**config.mk**
```make
export PLATFORM = sky130hd
export DESIGN_NAME = cpu_top
export DESIGN_NICKNAME = d
export VERILOG_FILES = /design/src/hw/cpu_pkg.sv /design/src/hw/register_file.sv /design/src/hw/fetch_stage.sv /design/src/hw/decode_stage.sv /design/src/hw/execute_stage.sv /design/src/hw/memory_writeback.sv /design/src/hw/cpu_top.sv
export SDC_FILE = /design/constraint.sdc
export NUM_CORES = 1
export LEC_CHECK = 0
export BUFFER_PORTS_ARGS = -buffer_cell sky130_fd_sc_hd__clkbuf_2
export CORE_ASPECT_RATIO = 0.75
export CORE_MARGIN = 3
export CORE_UTILIZATION = 50
export CTS_CLUSTER_SIZE = 30
export DETAILED_ROUTE_END_ITERATION = 10
export PLACE_DENSITY = 0.72
export SLEW_MARGIN = 10
export SYNTH_ARGS = -nofsm -noshare
export SYNTH_HDL_FRONTEND = slang
export SYNTH_SLANG_ARGS = --single-unit
export TNS_END_PERCENT = 30
```
**constraint.sdc**
```tcl
create_clock -name clk -period 3.79 [get_ports clk]
set_input_delay 0 -clock clk [delete_from_list [all_inputs] [get_ports clk]]
set_output_delay 0 -clock clk [all_outputs]
set_load 0.01 [all_outputs]
```
**src/hw/cpu_pkg.sv**
```systemverilog
`default_nettype none

package cpu_pkg;

    localparam int word_size     = 16;
    localparam int reg_count     = 4;
    localparam int reg_addr_size = 2;
    localparam int opcode_size   = 4;
    localparam int func_size     = 6;
    localparam int imm_size      = 8;
    localparam int alu_op_size   = 2;

    // opcodes in bits 15:12
    localparam logic [opcode_size-1:0] op_adi   = 4'd4;
    localparam logic [opcode_size-1:0] op_lwd   = 4'd7;
    localparam logic [opcode_size-1:0] op_swd   = 4'd8;
    localparam logic [opcode_size-1:0] op_rtype = 4'd15;

    // R-type function field, bits 5:0
    localparam logic [func_size-1:0] func_add = 6'd0;
    localparam logic [func_size-1:0] func_sub = 6'd1;
    localparam logic [func_size-1:0] func_and = 6'd2;
    localparam logic [func_size-1:0] func_orr = 6'd3;
    localparam logic [func_size-1:0] func_wwd = 6'd28;
    localparam logic [func_size-1:0] func_hlt = 6'd29;

    localparam logic [alu_op_size-1:0] alu_add = 2'd0;
    localparam logic [alu_op_size-1:0] alu_sub = 2'd1;
    localparam logic [alu_op_size-1:0] alu_and = 2'd2;
    localparam logic [alu_op_size-1:0] alu_orr = 2'd3;

    // ORR $0,$0,$0; decode turns this exact word into a bubble
    localparam logic [word_size-1:0] nop_word = {op_rtype, 2'd0, 2'd0, 2'd0, func_orr};

endpackage

`default_nettype wire

```
**src/hw/register_file.sv**
```systemverilog
`timescale 1ns/1ns
`default_nettype none

module register_file (
    input  logic                              clk,
    input  logic                              reset_n,
    input  logic [cpu_pkg::reg_addr_size-1:0] read_addr_a,
    input  logic [cpu_pkg::reg_addr_size-1:0] read_addr_b,
    input  logic [cpu_pkg::reg_addr_size-1:0] write_addr,
    input  logic [cpu_pkg::word_size-1:0]     write_data,
    input  logic                              write_enable,
    output logic [cpu_pkg::word_size-1:0]     read_data_a,
    output logic [cpu_pkg::word_size-1:0]     read_data_b
);

    logic [cpu_pkg::word_size-1:0] regs [cpu_pkg::reg_count];

    always_ff @(posedge clk) begin
        if (reset_n) begin
            for (int i = 0; i < cpu_pkg::reg_count; i++) begin
                regs[i] <= '0;
            end
        end else if (write_enable) begin
            regs[write_addr] <= write_data;
        end
    end

    // write-through so decode sees a same-cycle writeback
    always_comb begin
        read_data_a = regs[read_addr_a];
        read_data_b = regs[read_addr_b];
        if (write_enable && write_addr == read_addr_a) read_data_a = write_data;
        if (write_enable && write_addr == read_addr_b) read_data_b = write_data;
    end

    wdata_known: assert property (@(posedge clk) disable iff (reset_n)
        write_enable |-> !$isunknown(write_data));

endmodule

`default_nettype wire

```
**src/hw/fetch_stage.sv**
```systemverilog
`timescale 1ns/1ns
`default_nettype none

module fetch_stage (
    input  logic                           clk,
    input  logic                           reset_n,
    input  logic [cpu_pkg::word_size-1:0]  instr_data,
    input  logic                           halt_fetch,
    output logic [cpu_pkg::word_size-1:0]  instr_address,
    output logic [cpu_pkg::word_size-1:0]  pc_id,
    output logic [cpu_pkg::word_size-1:0]  instr_id
);

    logic [cpu_pkg::word_size-1:0] pc;

    assign instr_address = pc;

    always_ff @(posedge clk) begin
        if (reset_n) begin
            pc       <= '0;
            pc_id    <= '0;
            instr_id <= cpu_pkg::nop_word;
        end else if (halt_fetch) begin
            instr_id <= cpu_pkg::nop_word; // pc frozen, feed bubbles
        end else begin
            pc       <= pc + 1'b1;
            pc_id    <= pc;
            instr_id <= instr_data;
        end
    end

endmodule

`default_nettype wire

```
**src/hw/decode_stage.sv**
```systemverilog
`timescale 1ns/1ns
`default_nettype none

module decode_stage (
    input  logic                              clk,
    input  logic                              reset_n,
    input  logic [cpu_pkg::word_size-1:0]     pc_id,
    input  logic [cpu_pkg::word_size-1:0]     instr_id,
    input  logic [cpu_pkg::reg_addr_size-1:0] wb_addr,
    input  logic [cpu_pkg::word_size-1:0]     wb_data,
    input  logic                              wb_enable,
    output logic                              halt_fetch,
    output logic [cpu_pkg::reg_addr_size-1:0] rs_ex,
    output logic [cpu_pkg::reg_addr_size-1:0] rt_ex,
    output logic [cpu_pkg::reg_addr_size-1:0] rd_ex,
    output logic [cpu_pkg::word_size-1:0]     op_a_ex,
    output logic [cpu_pkg::word_size-1:0]     op_b_ex,
    output logic [cpu_pkg::word_size-1:0]     imm_ex,
    output logic [cpu_pkg::alu_op_size-1:0]   alu_op_ex,
    output logic                              alu_src_imm_ex,
    output logic                              reg_write_ex,
    output logic                              mem_read_ex,
    output logic                              mem_write_ex,
    output logic                              mem_to_reg_ex,
    output logic                              is_wwd_ex,
    output logic                              is_hlt_ex
);

    logic [cpu_pkg::opcode_size-1:0]   opcode;
    logic [cpu_pkg::func_size-1:0]     func;
    logic [cpu_pkg::reg_addr_size-1:0] rs;
    logic [cpu_pkg::reg_addr_size-1:0] rt;
    logic [cpu_pkg::reg_addr_size-1:0] rd;
    logic [cpu_pkg::word_size-1:0]     rf_a;
    logic [cpu_pkg::word_size-1:0]     rf_b;
    logic [cpu_pkg::word_size-1:0]     imm;
    logic [cpu_pkg::alu_op_size-1:0]   alu_op;
    logic alu_src_imm, reg_write, mem_read, mem_write, mem_to_reg, is_wwd, is_hlt;
    logic halt_q;

    assign opcode = instr_id[cpu_pkg::word_size-1 -: cpu_pkg::opcode_size];
    assign func   = instr_id[cpu_pkg::func_size-1:0];
    assign rs     = instr_id[11:10];
    assign rt     = instr_id[9:8];
    assign imm    = {{(cpu_pkg::word_size - cpu_pkg::imm_size){instr_id[cpu_pkg::imm_size-1]}},
                     instr_id[cpu_pkg::imm_size-1:0]};

    register_file i_register_file (
        .clk          (clk),
        .reset_n      (reset_n),
        .read_addr_a  (rs),
        .read_addr_b  (rt),
        .write_addr   (wb_addr),
        .write_data   (wb_data),
        .write_enable (wb_enable),
        .read_data_a  (rf_a),
        .read_data_b  (rf_b)
    );

    always_comb begin
        alu_op      = cpu_pkg::alu_add;
        alu_src_imm = 1'b0;
        reg_write   = 1'b0;
        mem_read    = 1'b0;
        mem_write   = 1'b0;
        mem_to_reg  = 1'b0;
        is_wwd      = 1'b0;
        is_hlt      = 1'b0;
        rd          = rt; // ADI and LWD write rt
        case (opcode)
            cpu_pkg::op_adi: begin
                reg_write   = 1'b1;
                alu_src_imm = 1'b1;
            end
            cpu_pkg::op_lwd: begin
                reg_write   = 1'b1;
                alu_src_imm = 1'b1;
                mem_read    = 1'b1;
                mem_to_reg  = 1'b1;
            end
            cpu_pkg::op_swd: begin
                alu_src_imm = 1'b1;
                mem_write   = 1'b1;
            end
            cpu_pkg::op_rtype: begin
                rd = instr_id[7:6];
                if (instr_id != cpu_pkg::nop_word) begin
                    case (func)
                        cpu_pkg::func_add: reg_write = 1'b1;
                        cpu_pkg::func_sub: begin
                            reg_write = 1'b1;
                            alu_op    = cpu_pkg::alu_sub;
                        end
                        cpu_pkg::func_and: begin
                            reg_write = 1'b1;
                            alu_op    = cpu_pkg::alu_and;
                        end
                        cpu_pkg::func_orr: begin
                            reg_write = 1'b1;
                            alu_op    = cpu_pkg::alu_orr;
                        end
                        cpu_pkg::func_wwd: is_wwd = 1'b1;
                        cpu_pkg::func_hlt: is_hlt = 1'b1;
                        default: ;
                    endcase
                end
            end
            default: ; // unknown opcode, bubble
        endcase
    end

    assign halt_fetch = halt_q | is_hlt;

    always_ff @(posedge clk) begin
        if (reset_n) begin
            halt_q         <= 1'b0;
            reg_write_ex   <= 1'b0;
            mem_read_ex    <= 1'b0;
            mem_write_ex   <= 1'b0;
            mem_to_reg_ex  <= 1'b0;
            is_wwd_ex      <= 1'b0;
            is_hlt_ex      <= 1'b0;
            alu_src_imm_ex <= 1'b0;
            alu_op_ex      <= cpu_pkg::alu_add;
        end else begin
            halt_q         <= halt_fetch; // sticky until reset
            reg_write_ex   <= reg_write;
            mem_read_ex    <= mem_read;
            mem_write_ex   <= mem_write;
            mem_to_reg_ex  <= mem_to_reg;
            is_wwd_ex      <= is_wwd;
            is_hlt_ex      <= is_hlt;
            alu_src_imm_ex <= alu_src_imm;
            alu_op_ex      <= alu_op;
        end
    end

    always_ff @(posedge clk) begin
        rs_ex   <= rs;
        rt_ex   <= rt;
        rd_ex   <= rd;
        op_a_ex <= rf_a;
        op_b_ex <= rf_b;
        imm_ex  <= imm;
    end

    no_read_and_write: assert property (@(posedge clk) disable iff (reset_n)
        !(mem_read_ex && mem_write_ex));

endmodule

`default_nettype wire

```
**src/hw/execute_stage.sv**
```systemverilog
`timescale 1ns/1ns
`default_nettype none

module execute_stage (
    input  logic                              clk,
    input  logic                              reset_n,
    input  logic [cpu_pkg::reg_addr_size-1:0] rs_ex,
    input  logic [cpu_pkg::reg_addr_size-1:0] rt_ex,
    input  logic [cpu_pkg::reg_addr_size-1:0] rd_ex,
    input  logic [cpu_pkg::word_size-1:0]     op_a_ex,
    input  logic [cpu_pkg::word_size-1:0]     op_b_ex,
    input  logic [cpu_pkg::word_size-1:0]     imm_ex,
    input  logic [cpu_pkg::alu_op_size-1:0]   alu_op_ex,
    input  logic                              alu_src_imm_ex,
    input  logic                              reg_write_ex,
    input  logic                              mem_read_ex,
    input  logic                              mem_write_ex,
    input  logic                              mem_to_reg_ex,
    input  logic                              is_wwd_ex,
    input  logic                              is_hlt_ex,
    input  logic [cpu_pkg::reg_addr_size-1:0] mem_rd,
    input  logic                              mem_reg_write,
    input  logic [cpu_pkg::word_size-1:0]     mem_result,
    input  logic [cpu_pkg::reg_addr_size-1:0] wb_addr,
    input  logic                              wb_enable,
    input  logic [cpu_pkg::word_size-1:0]     wb_data,
    output logic [cpu_pkg::word_size-1:0]     alu_result_mem,
    output logic [cpu_pkg::word_size-1:0]     store_data_mem,
    output logic [cpu_pkg::reg_addr_size-1:0] rd_mem,
    output logic                              reg_write_mem,
    output logic                              mem_read_mem,
    output logic                              mem_write_mem,
    output logic                              mem_to_reg_mem,
    output logic                              is_wwd_mem,
    output logic                              is_hlt_mem
);

    logic [cpu_pkg::word_size-1:0] fwd_a;
    logic [cpu_pkg::word_size-1:0] fwd_b;
    logic [cpu_pkg::word_size-1:0] alu_b;
    logic [cpu_pkg::word_size-1:0] alu_out;
    logic uses_a, uses_b;

    // newest producer wins
    always_comb begin
        fwd_a = op_a_ex;
        fwd_b = op_b_ex;
        if (mem_reg_write && mem_rd == rs_ex) fwd_a = mem_result;
        else if (wb_enable && wb_addr == rs_ex) fwd_a = wb_data;
        if (mem_reg_write && mem_rd == rt_ex) fwd_b = mem_result;
        else if (wb_enable && wb_addr == rt_ex) fwd_b = wb_data;
    end

    assign alu_b = alu_src_imm_ex ? imm_ex : fwd_b;

    always_comb begin
        case (alu_op_ex)
            cpu_pkg::alu_add: alu_out = fwd_a + alu_b;
            cpu_pkg::alu_sub: alu_out = fwd_a - alu_b;
            cpu_pkg::alu_and: alu_out = fwd_a & alu_b;
            cpu_pkg::alu_orr: alu_out = fwd_a | alu_b;
            default:          alu_out = '0;
        endcase
    end

    always_ff @(posedge clk) begin
        if (reset_n) begin
            reg_write_mem  <= 1'b0;
            mem_read_mem   <= 1'b0;
            mem_write_mem  <= 1'b0;
            mem_to_reg_mem <= 1'b0;
            is_wwd_mem     <= 1'b0;
            is_hlt_mem     <= 1'b0;
        end else begin
            reg_write_mem  <= reg_write_ex;
            mem_read_mem   <= mem_read_ex;
            mem_write_mem  <= mem_write_ex;
            mem_to_reg_mem <= mem_to_reg_ex;
            is_wwd_mem     <= is_wwd_ex;
            is_hlt_mem     <= is_hlt_ex;
        end
    end

    always_ff @(posedge clk) begin
        alu_result_mem <= is_wwd_ex ? fwd_a : alu_out; // WWD passes rs through
        store_data_mem <= fwd_b;
        rd_mem         <= rd_ex;
    end

    // which operands the instruction in execute really reads
    assign uses_a = reg_write_ex | mem_write_ex | is_wwd_ex;
    assign uses_b = (reg_write_ex & ~alu_src_imm_ex) | mem_write_ex;

    // load data is not ready for forwarding until writeback
    no_load_use: assert property (@(posedge clk) disable iff (reset_n)
        !(mem_read_mem && mem_reg_write &&
          ((uses_a && mem_rd == rs_ex) || (uses_b && mem_rd == rt_ex))));

endmodule

`default_nettype wire

```
**src/hw/memory_writeback.sv**
```systemverilog
`timescale 1ns/1ns
`default_nettype none

module memory_writeback (
    input  logic                              clk,
    input  logic                              reset_n,
    input  logic [cpu_pkg::word_size-1:0]     alu_result_mem,
    input  logic [cpu_pkg::word_size-1:0]     store_data_mem,
    input  logic [cpu_pkg::reg_addr_size-1:0] rd_mem,
    input  logic                              reg_write_mem,
    input  logic                              mem_read_mem,
    input  logic                              mem_write_mem,
    input  logic                              mem_to_reg_mem,
    input  logic                              is_wwd_mem,
    input  logic                              is_hlt_mem,
    input  logic [cpu_pkg::word_size-1:0]     read_data,
    output logic                              mem_read,
    output logic                              mem_write,
    output logic [cpu_pkg::word_size-1:0]     data_address,
    output logic [cpu_pkg::word_size-1:0]     write_data,
    output logic [cpu_pkg::reg_addr_size-1:0] mem_rd,
    output logic                              mem_reg_write,
    output logic [cpu_pkg::word_size-1:0]     mem_result,
    output logic [cpu_pkg::reg_addr_size-1:0] wb_addr,
    output logic [cpu_pkg::word_size-1:0]     wb_data,
    output logic                              wb_enable,
    output logic [cpu_pkg::word_size-1:0]     output_port,
    output logic                              output_strobe,
    output logic [cpu_pkg::word_size-1:0]     num_inst,
    output logic                              is_halted
);

    logic [cpu_pkg::word_size-1:0] alu_result_wb;
    logic [cpu_pkg::word_size-1:0] load_data_wb;
    logic mem_to_reg_wb;
    logic retire_mem;

    assign mem_read     = mem_read_mem;
    assign mem_write    = mem_write_mem;
    assign data_address = alu_result_mem;
    assign write_data   = store_data_mem;

    assign mem_rd        = rd_mem;
    assign mem_reg_write = reg_write_mem;
    assign mem_result    = alu_result_mem;

    // every real instruction sets at least one of these
    assign retire_mem = reg_write_mem | mem_write_mem | is_wwd_mem | is_hlt_mem;

    always_ff @(posedge clk) begin
        if (reset_n) begin
            wb_enable     <= 1'b0;
            mem_to_reg_wb <= 1'b0;
            output_port   <= '0;
            output_strobe <= 1'b0;
            num_inst      <= '0;
            is_halted     <= 1'b0;
        end else begin
            wb_enable     <= reg_write_mem;
            mem_to_reg_wb <= mem_to_reg_mem;
            output_strobe <= is_wwd_mem;
            if (is_wwd_mem) output_port <= alu_result_mem;
            if (retire_mem) num_inst <= num_inst + 1'b1;
            if (is_hlt_mem) is_halted <= 1'b1;
        end
    end

    always_ff @(posedge clk) begin
        wb_addr       <= rd_mem;
        alu_result_wb <= alu_result_mem;
        load_data_wb  <= read_data;
    end

    assign wb_data = mem_to_reg_wb ? load_data_wb : alu_result_wb;

    // only bubbles may follow HLT down the pipe
    count_frozen: assert property (@(posedge clk) disable iff (reset_n)
        is_halted |=> $stable(num_inst));

endmodule

`default_nettype wire

```
**src/hw/cpu_top.sv**
```systemverilog
`timescale 1ns/1ns
`default_nettype none

module cpu_top (
    input  logic                          clk,
    input  logic                          reset_n,
    input  logic [cpu_pkg::word_size-1:0] instr_data,
    input  logic [cpu_pkg::word_size-1:0] read_data,
    output logic [cpu_pkg::word_size-1:0] instr_address,
    output logic                          mem_read,
    output logic                          mem_write,
    output logic [cpu_pkg::word_size-1:0] data_address,
    output logic [cpu_pkg::word_size-1:0] write_data,
    output logic [cpu_pkg::word_size-1:0] output_port,
    output logic                          output_strobe,
    output logic [cpu_pkg::word_size-1:0] num_inst,
    output logic                          is_halted
);

    // fetch to decode
    logic [cpu_pkg::word_size-1:0]     pc_id;
    logic [cpu_pkg::word_size-1:0]     instr_id;
    logic                              halt_fetch;

    // decode to execute
    logic [cpu_pkg::reg_addr_size-1:0] rs_ex, rt_ex, rd_ex;
    logic [cpu_pkg::word_size-1:0]     op_a_ex, op_b_ex, imm_ex;
    logic [cpu_pkg::alu_op_size-1:0]   alu_op_ex;
    logic alu_src_imm_ex, reg_write_ex, mem_read_ex, mem_write_ex;
    logic mem_to_reg_ex, is_wwd_ex, is_hlt_ex;

    // execute to memory
    logic [cpu_pkg::word_size-1:0]     alu_result_mem, store_data_mem;
    logic [cpu_pkg::reg_addr_size-1:0] rd_mem;
    logic reg_write_mem, mem_read_mem, mem_write_mem;
    logic mem_to_reg_mem, is_wwd_mem, is_hlt_mem;

    // forwarding and register writeback
    logic [cpu_pkg::reg_addr_size-1:0] mem_rd, wb_addr;
    logic [cpu_pkg::word_size-1:0]     mem_result, wb_data;
    logic                              mem_reg_write, wb_enable;

    fetch_stage      i_fetch_stage      (.*);
    decode_stage     i_decode_stage     (.*);
    execute_stage    i_execute_stage    (.*);
    memory_writeback i_memory_writeback (.*);

endmodule

`default_nettype wire

```
==> run summary, run 1 <==
status: completed
R2R depth: 19
leading area contributor after synthesis: dfxtp_1
WP data arrival: 4120 ps
clk_lat worst skew: 540 ps
worst vdd ir: 424.9 uV
htree depth: 1
GRT Util Overall: 23.45%
Syn Inst Count: 1,086
Max clock buf depth: 3
CP Max Fanout: 4
asr flop ratio synth: 0%
final instance area: 14,450 um^2
Comb power frac: 24.5%
final core occ: 64.82%
most frequent cells after synthesis: dfxtp_1 (196), nor2_1 (147), nand2_1 (95)
internal power: 5.548 mW
Slew Limit Fails: 0
vias per cell: 5.604
CP endpoint kind: flip-flop
placed inst area: 12,870 um^2
die height: 137.1 um
crit path capture: i_execute_stage.alu_result_mem[15]
first-pass GRT wire length: 46,800 um
Worst path top cell family by delay: simple AND/OR/NAND/NOR gates
placed cell count: 1,532
worst-margin pin slew: 1017 ps
RSZ-0062 raised after global routing: true
stages on the worst setup path: 19
Worst path max stage delay: 380 ps
Max transition margin: 32.20%
TritonCTS clock tree: yes
vias in the first global route: 9,034
Worst setup startpoint: i_memory_writeback.mem_to_reg_wb
Clock Skews: 14.39 ps
initial antenna violation count: 0
fin cells: 1,620
Final setup viols: 0
R2R setup slack: 80 ps
Core ar.: 22,290 um^2
Max Freq: 269.9 MHz
cell with the most instances after synthesis: dfxtp_1
Net Count, Synth: 1,141
Ant. Diodes: 0
TritonCTS Buffers: 25
mean post-synth cell area: 10.56 um^2
Power Density: 546.7 nW/um^2
vias: 9,078
Clock power frac: 32.5%
Fin Hold WS: 107.5 ps
Fin Setup TNS: 0 ps
Pre-antenna DRT Iters: 5
gr ovfl total: 0
Layout Nets: 1,362
Buf/Inv on CP: 2
worst-path cell chain: mux2i_2, and4_4, o31ai_4, mux2i_1, ha_2, nand3_4, buf_4, buf_4, nand4b_1, nand2_1, xnor2_1, ha_2, nand3_1, nand2_1, a41oi_2, o21ai_1, a21oi_1, xnor2_1, o21ai_1
Flop pwr share: 43.0%
Die Wd: 180.8 um
hpwl dp: 20,540 um
WL final: 30,150 um
routed len/inst: 18.61 um
Sw Ratio: 29.75%
Ys Warns: 0
CP max stage cell: dfxtp_4
Row Count: 47
Syn-to-layout area delta: 26.02%
Top Ports: 118
top_reg_cell synth: dfxtp_1
Synth top area share: 34.23%
post-synthesis register bit count: 260
largest net degree at the start of global routing: 69
share of post-route cells with drive strength above 1: 29.03%
hold depth: 2
WS Path Type: reg -> reg
LEAKAGE: 5.940 nW
reg2reg end: i_execute_stage.alu_result_mem[15]
Iter 0 DRT Violations: 716
hold crit path type: in -> reg
Crit path required time: 4200 ps
Distinct cells, synth: 70
CTS clk-pin slew, worst paths: 70 ps
GP Congestion: 0.9233
Root Buffer: clkbuf_16
Routed Antenna Nets: 0
min Tclk post-route: 3706 ps
DRC Markers: 0
Reg2Reg Launch Point: i_memory_writeback.mem_to_reg_wb
fin crit share: 97.77%
sequential cell area fraction in the yosys report: 50.99%
number of port buffers: 117
Mapped Area: 11,460 um^2
Sinks on Clock Net: 260
MaxCap Viol Count: 0
Worst Setup Start Kind: flip-flop
synth top area cells: dfxtp_1 (34%), edfxtp_1 (17%), mux4_2 (6.3%), nor2_1 (4.8%), o21ai_0 (3.9%)
Post-synth EDFFs: 64
Initial Util: 51.43%
Sw Pwr: 2.350 mW
Fin. Hold Viols: 0
DIE AREA: 24,800 um^2
[through the flow]
step | setup slack [ps] | power [mW]
after floorplan | 4.666 | 4.369
after global placement | -20.68 | 5.144
after detailed placement | -169.3 | 5.182
after CTS | -23.27 | 7.773
after global routing | -105.1 | 8.213
final | 84.39 | 7.898
[flip-flops by register name, indices dropped and copies added (netlist names), 2 cells and up]
register                             flops
i_decode_stage.imm_ex                    8
i_fetch_stage.instr_address             16
i_memory_writeback.wb_addr               2
i_memory_writeback.alu_result_wb        16
i_memory_writeback.num_inst             16
i_decode_stage.op_a_ex                  16
i_execute_stage.store_data_mem          16
i_memory_writeback.output_port          16
i_decode_stage.op_b_ex                  16
i_decode_stage.rt_ex                     2
i_execute_stage.rd_mem                   2
i_execute_stage.alu_result_mem          16
i_decode_stage.rd_ex                     2
i_decode_stage.alu_op_ex                 2
i_memory_writeback.load_data_wb         16
i_decode_stage.rs_ex                     2
i_decode_stage.i_register_file.regs     64
i_fetch_stage.instr_id                  16
[area by class of cell]
type | instances | area (um^2)
Multi-Input combinational cell | 745 | 5523
Sequential cell | 260 | 5859
Clock inverter | 7 | 113.9
Inverter | 17 | 63.81
Tap cell | 294 | 367.9
Timing Repair Buffer | 258 | 1779
Clock buffer | 39 | 739.5
Fill cell | 1721 | 7841
[layout by cell type (no fill, tap or decap), types with 5 or more instances in the layout]
cell           instances
o21a_1                 5
o21ai_0               83
clkbuf_1               7
dfxtp_2                5
nand3_1               16
dlygate4sd3_1         32
a21o_1                 8
nor2b_1               13
clkbuf_8               6
a21oi_1               24
o221ai_1               5
or3_1                  5
clkbuf_16             26
o21ai_1                7
nand4_1               18
mux2_2                17
buf_4                 99
o22ai_1                5
inv_1                 16
xnor2_1               28
buf_6                  8
and4_1                 7
nand2_1               94
edfxtp_1              64
dfxtp_1              189
mux4_2                32
nor2_1               143
nor3_1                 5
nand2b_1              19
ha_1                  18
mux2i_2                8
xor2_1                37
and2_1                13
clkbuf_2             118
a31oi_1               10
mux2i_1               31
[cells by family after synthesis]
| group | count (synthesis) | synth area share [%] |
|---|---|---|
| flip-flops | 260 | 50.99 |
| buffers and inverters | 81 | 3.143 |
| multiplexers | 92 | 12.30 |
| AO/OA/AOI/OAI | 200 | 11.12 |
| AND/OR/NAND/NOR | 363 | 14.68 |
| XOR/XNOR | 69 | 5.403 |
| adder cells (fa/ha/maj) | 21 | 2.358 |
[metal layers]
layer	GRT usage, %	up-vias	routed length, um
li1	-	4320	-
met1	32.10	4357	13180
met2	39.59	348	14210
met3	4.224	53	2114
met4	4.815	0	639
met5	0	-	0
[worst min-delay path by stage]
| stage | from | to |
|---|---|---|
| 6_report | read_data[4] | i_memory_writeback.load_data_wb[4] |
| 5_1_grt | read_data[0] | i_memory_writeback.load_data_wb[0] |
| 4_1_cts | read_data[0] | i_memory_writeback.load_data_wb[0] |
| 3_5_place_dp | read_data[0] | i_memory_writeback.load_data_wb[0] |
| 3_3_place_gp | read_data[2] | i_memory_writeback.load_data_wb[2] |
| 2_1_floorplan | read_data[0] | i_memory_writeback.load_data_wb[0] |
[power by group through the flow]
stage	Sequential (mW)	Clock (mW)	Combinational, mW
3_3_place_gp	3.44	0	1.70
6_report	3.40	2.57	1.93
2_1_floorplan	3.41	0	0.961
5_1_grt	3.42	2.70	2.09
3_5_place_dp	3.45	0	1.73
4_1_cts	3.39	2.60	1.78
[what timing repair did]
action                     CTS  global route
gates cloned                 0             2
setup buffers                0             8
hold buffers                32             0
pin swaps                    0            28
hold endpoints to repair    32             0
setup endpoints to repair    6             7
resized for setup           10            64
Power figures use the tool's default switching activity.
==> run 2, diff against run 1 <==
--- a/config.mk
+++ b/config.mk
@@ -8,10 +8,10 @@
 export BUFFER_PORTS_ARGS = -buffer_cell sky130_fd_sc_hd__clkbuf_2
 export CORE_ASPECT_RATIO = 0.75
 export CORE_MARGIN = 3
-export CORE_UTILIZATION = 50
+export CORE_UTILIZATION = 40
 export CTS_CLUSTER_SIZE = 30
 export DETAILED_ROUTE_END_ITERATION = 10
-export PLACE_DENSITY = 0.72
+export PLACE_DENSITY = 0.6
 export SLEW_MARGIN = 10
 export SYNTH_ARGS = -nofsm -noshare
 export SYNTH_HDL_FRONTEND = slang
==> run summary, run 2 (synthesis results as in run 1) <==
Clock Skews: 25.36 ps (was 14.39 ps)
first-pass GRT wire length: 48,350 um (was 46,800 um)
most frequent cells in the layout: dfxtp_1 (189), nor2_1 (142), clkbuf_2 (117) (was dfxtp_1 (189), nor2_1 (143), clkbuf_2 (118))
htree depth: 1 (unchanged)
number of port buffers: 117 (unchanged)
Pre-antenna DRT Iters: 5 (unchanged)
WL final: 30,900 um (was 30,150 um)
vias: 8,988 (was 9,078)
gr ovfl total: 0 (unchanged)
Initial Util: 40.77% (was 51.43%)
Ant. Diodes: 0 (unchanged)
routed len/inst: 17.94 um (was 18.61 um)
status: completed (unchanged)
Power Density: 527.7 nW/um^2 (was 546.7 nW/um^2)
GP Congestion: 0.8847 (was 0.9233)
min Tclk post-route: 3688 ps (was 3706 ps)
MaxCap Viol Count: 0 (unchanged)
fin cells: 1,722 (was 1,620)
placed cell count: 1,625 (was 1,532)
Final setup viols: 0 (unchanged)
Die Wd: 201.5 um (was 180.8 um)
fin crit share: 97.30% (was 97.77%)
LEAKAGE: 5.982 nW (was 5.940 nW)
worst-margin pin slew: 963.0 ps (was 1017 ps)
WS Path Type: reg -> reg (unchanged)
hold depth: 2 (unchanged)
Max Freq: 271.2 MHz (was 269.9 MHz)
hold path start: read_data[1] (was read_data[4])
CP endpoint kind: flip-flop (unchanged)
GRT Util Overall: 19.34% (was 23.45%)
TritonCTS clock tree: yes (unchanged)
Row Count: 53 (was 47)
Max transition margin: 35.80% (was 32.20%)
worst vdd ir: 368.3 uV (was 424.9 uV)
largest net degree at the start of global routing: 69 (unchanged)
initial antenna violation count: 0 (unchanged)
WP data arrival: 4070 ps (was 4120 ps)
final core occ: 52.42% (was 64.82%)
Core ar.: 28,120 um^2 (was 22,290 um^2)
Reg2Reg Launch Point: i_memory_writeback.wb_addr[1] (was i_memory_writeback.mem_to_reg_wb)
vias per cell: 5.220 (was 5.604)
Largest Register: i_decode_stage.i_register_file.regs (unchanged)
DRC Markers: 0 (unchanged)
Syn-to-layout area delta: 28.57% (was 26.02%)
hpwl dp: 21,640 um (was 20,540 um)
R2R setup slack: 100 ps (was 80 ps)
R2R depth: 19 (unchanged)
Iter 0 DRT Violations: 601 (was 716)
TritonCTS Buffers: 26 (was 25)
CP Max Fanout: 5 (was 4)
Largest register FFs: 64 (unchanged)
Slew Limit Fails: 0 (unchanged)
Crit path required time: 4170 ps (was 4200 ps)
CTS clk-pin slew, worst paths: 70 ps (about the same)
Root Buffer: clkbuf_16 (unchanged)
hold crit path type: in -> reg (unchanged)
Sinks on Clock Net: 260 (unchanged)
die height: 152.6 um (was 137.1 um)
clk_lat worst skew: 540 ps (about the same)
commonest non-fill, non-tap cell in the layout: dfxtp_1 (unchanged)
Routed Antenna Nets: 0 (unchanged)
Fin. Hold Viols: 0 (unchanged)
Worst Setup Start Kind: flip-flop (unchanged)
reg2reg end: i_execute_stage.alu_result_mem[14] (was i_execute_stage.alu_result_mem[15])
Layout Nets: 1,372 (was 1,362)
RSZ-0062 raised after global routing: true (unchanged)
Top Ports: 118 (unchanged)
Max clock buf depth: 3 (unchanged)
DIE AREA: 30,750 um^2 (was 24,800 um^2)
hold endpoint: i_memory_writeback.load_data_wb[1] (was i_memory_writeback.load_data_wb[4])
vias in the first global route: 8,885 (was 9,034)
share of post-route cells with drive strength above 1: 30.82% (was 29.03%)
==> run 2: layout make-up <==
type / count / area [um^2]
fill: 2531 / 13380
tap: 385 / 481.7
timing repair buffer: 267 / 1877
sequential: 260 / 5862
inverter: 17 / 63.81
clock buffer: 32 / 693.2
clock inverter: 16 / 103.9
multi-input combinational: 745 / 5658
==> run 2: timing repair <==
action                                  CTS  global route
endpoints found under the setup margin    6             6
pin swaps                                 0            36
gates cloned                              0             1
setup buffers                             1            15
hold buffers                             33             0
hold endpoints to repair                 34             0
gates resized for setup                  15            90
==> run 2: worst max path at each step <==
stage	endpoint	slack (ps)	from
3_5_place_dp	i_execute_stage.alu_result_mem[15]	-170	i_decode_stage.rt_ex[1]
5_1_grt	i_execute_stage.alu_result_mem[15]	-80	i_memory_writeback.wb_addr[1]
4_1_cts	i_execute_stage.alu_result_mem[12]	1	i_decode_stage.rt_ex[0]
6_report	i_execute_stage.alu_result_mem[14]	100	i_memory_writeback.wb_addr[1]
3_3_place_gp	i_execute_stage.alu_result_mem[12]	-20	i_decode_stage.rt_ex[1]
2_1_floorplan	i_execute_stage.alu_result_mem[12]	5	i_memory_writeback.wb_addr[1]
==> run 2: through the flow <==
step,setup WS [ps],instance area (um^2),hold WS [ps],total power [mW],TNS [ps]
floorplan,4.666,11470,27.72,4.369,0
global placement,-22.69,13020,105.1,5.164,-46.04
detailed placement,-166.7,13020,103.9,5.179,-518.3
CTS,0.9850,14210,91.20,7.645,0
global route,-79.16,14740,105.0,8.161,-322.5
finish,102.4,14740,114.6,7.777,0
==> run 2: where the power goes <==
group          internal, mW  switching (mW)
Combinational         0.932            1.02
Clock                  1.31            1.10
Sequential             3.14           0.271
Total                  5.39            2.39
==> run 2: critical path, stage by stage, from the launching register on <==
cell	delay [ps]
dfxtp_4	360
xnor2_4	210
buf_12	160
a31oi_4	100
o311ai_4	340
o21ai_2	120
ha_2	230
buf_4	150
nor2_4	90
xnor2_2	80
ha_1	290
a21o_1	120
a21o_1	140
nand2_2	80
a21oi_2	160
nand2b_4	150
a31oi_4	80
o41a_1	450
xor2_1	140
a21oi_1	80
==> run 2: metal layers <==
layer  routed length, um  vias up  global-route usage [%]
met5                   0        -                       0
met4                 515        0                   3.287
met3                1717       39                   3.417
met2               14040      263                   31.27
met1               14630     4348                   27.78
li1                    -     4338                       -
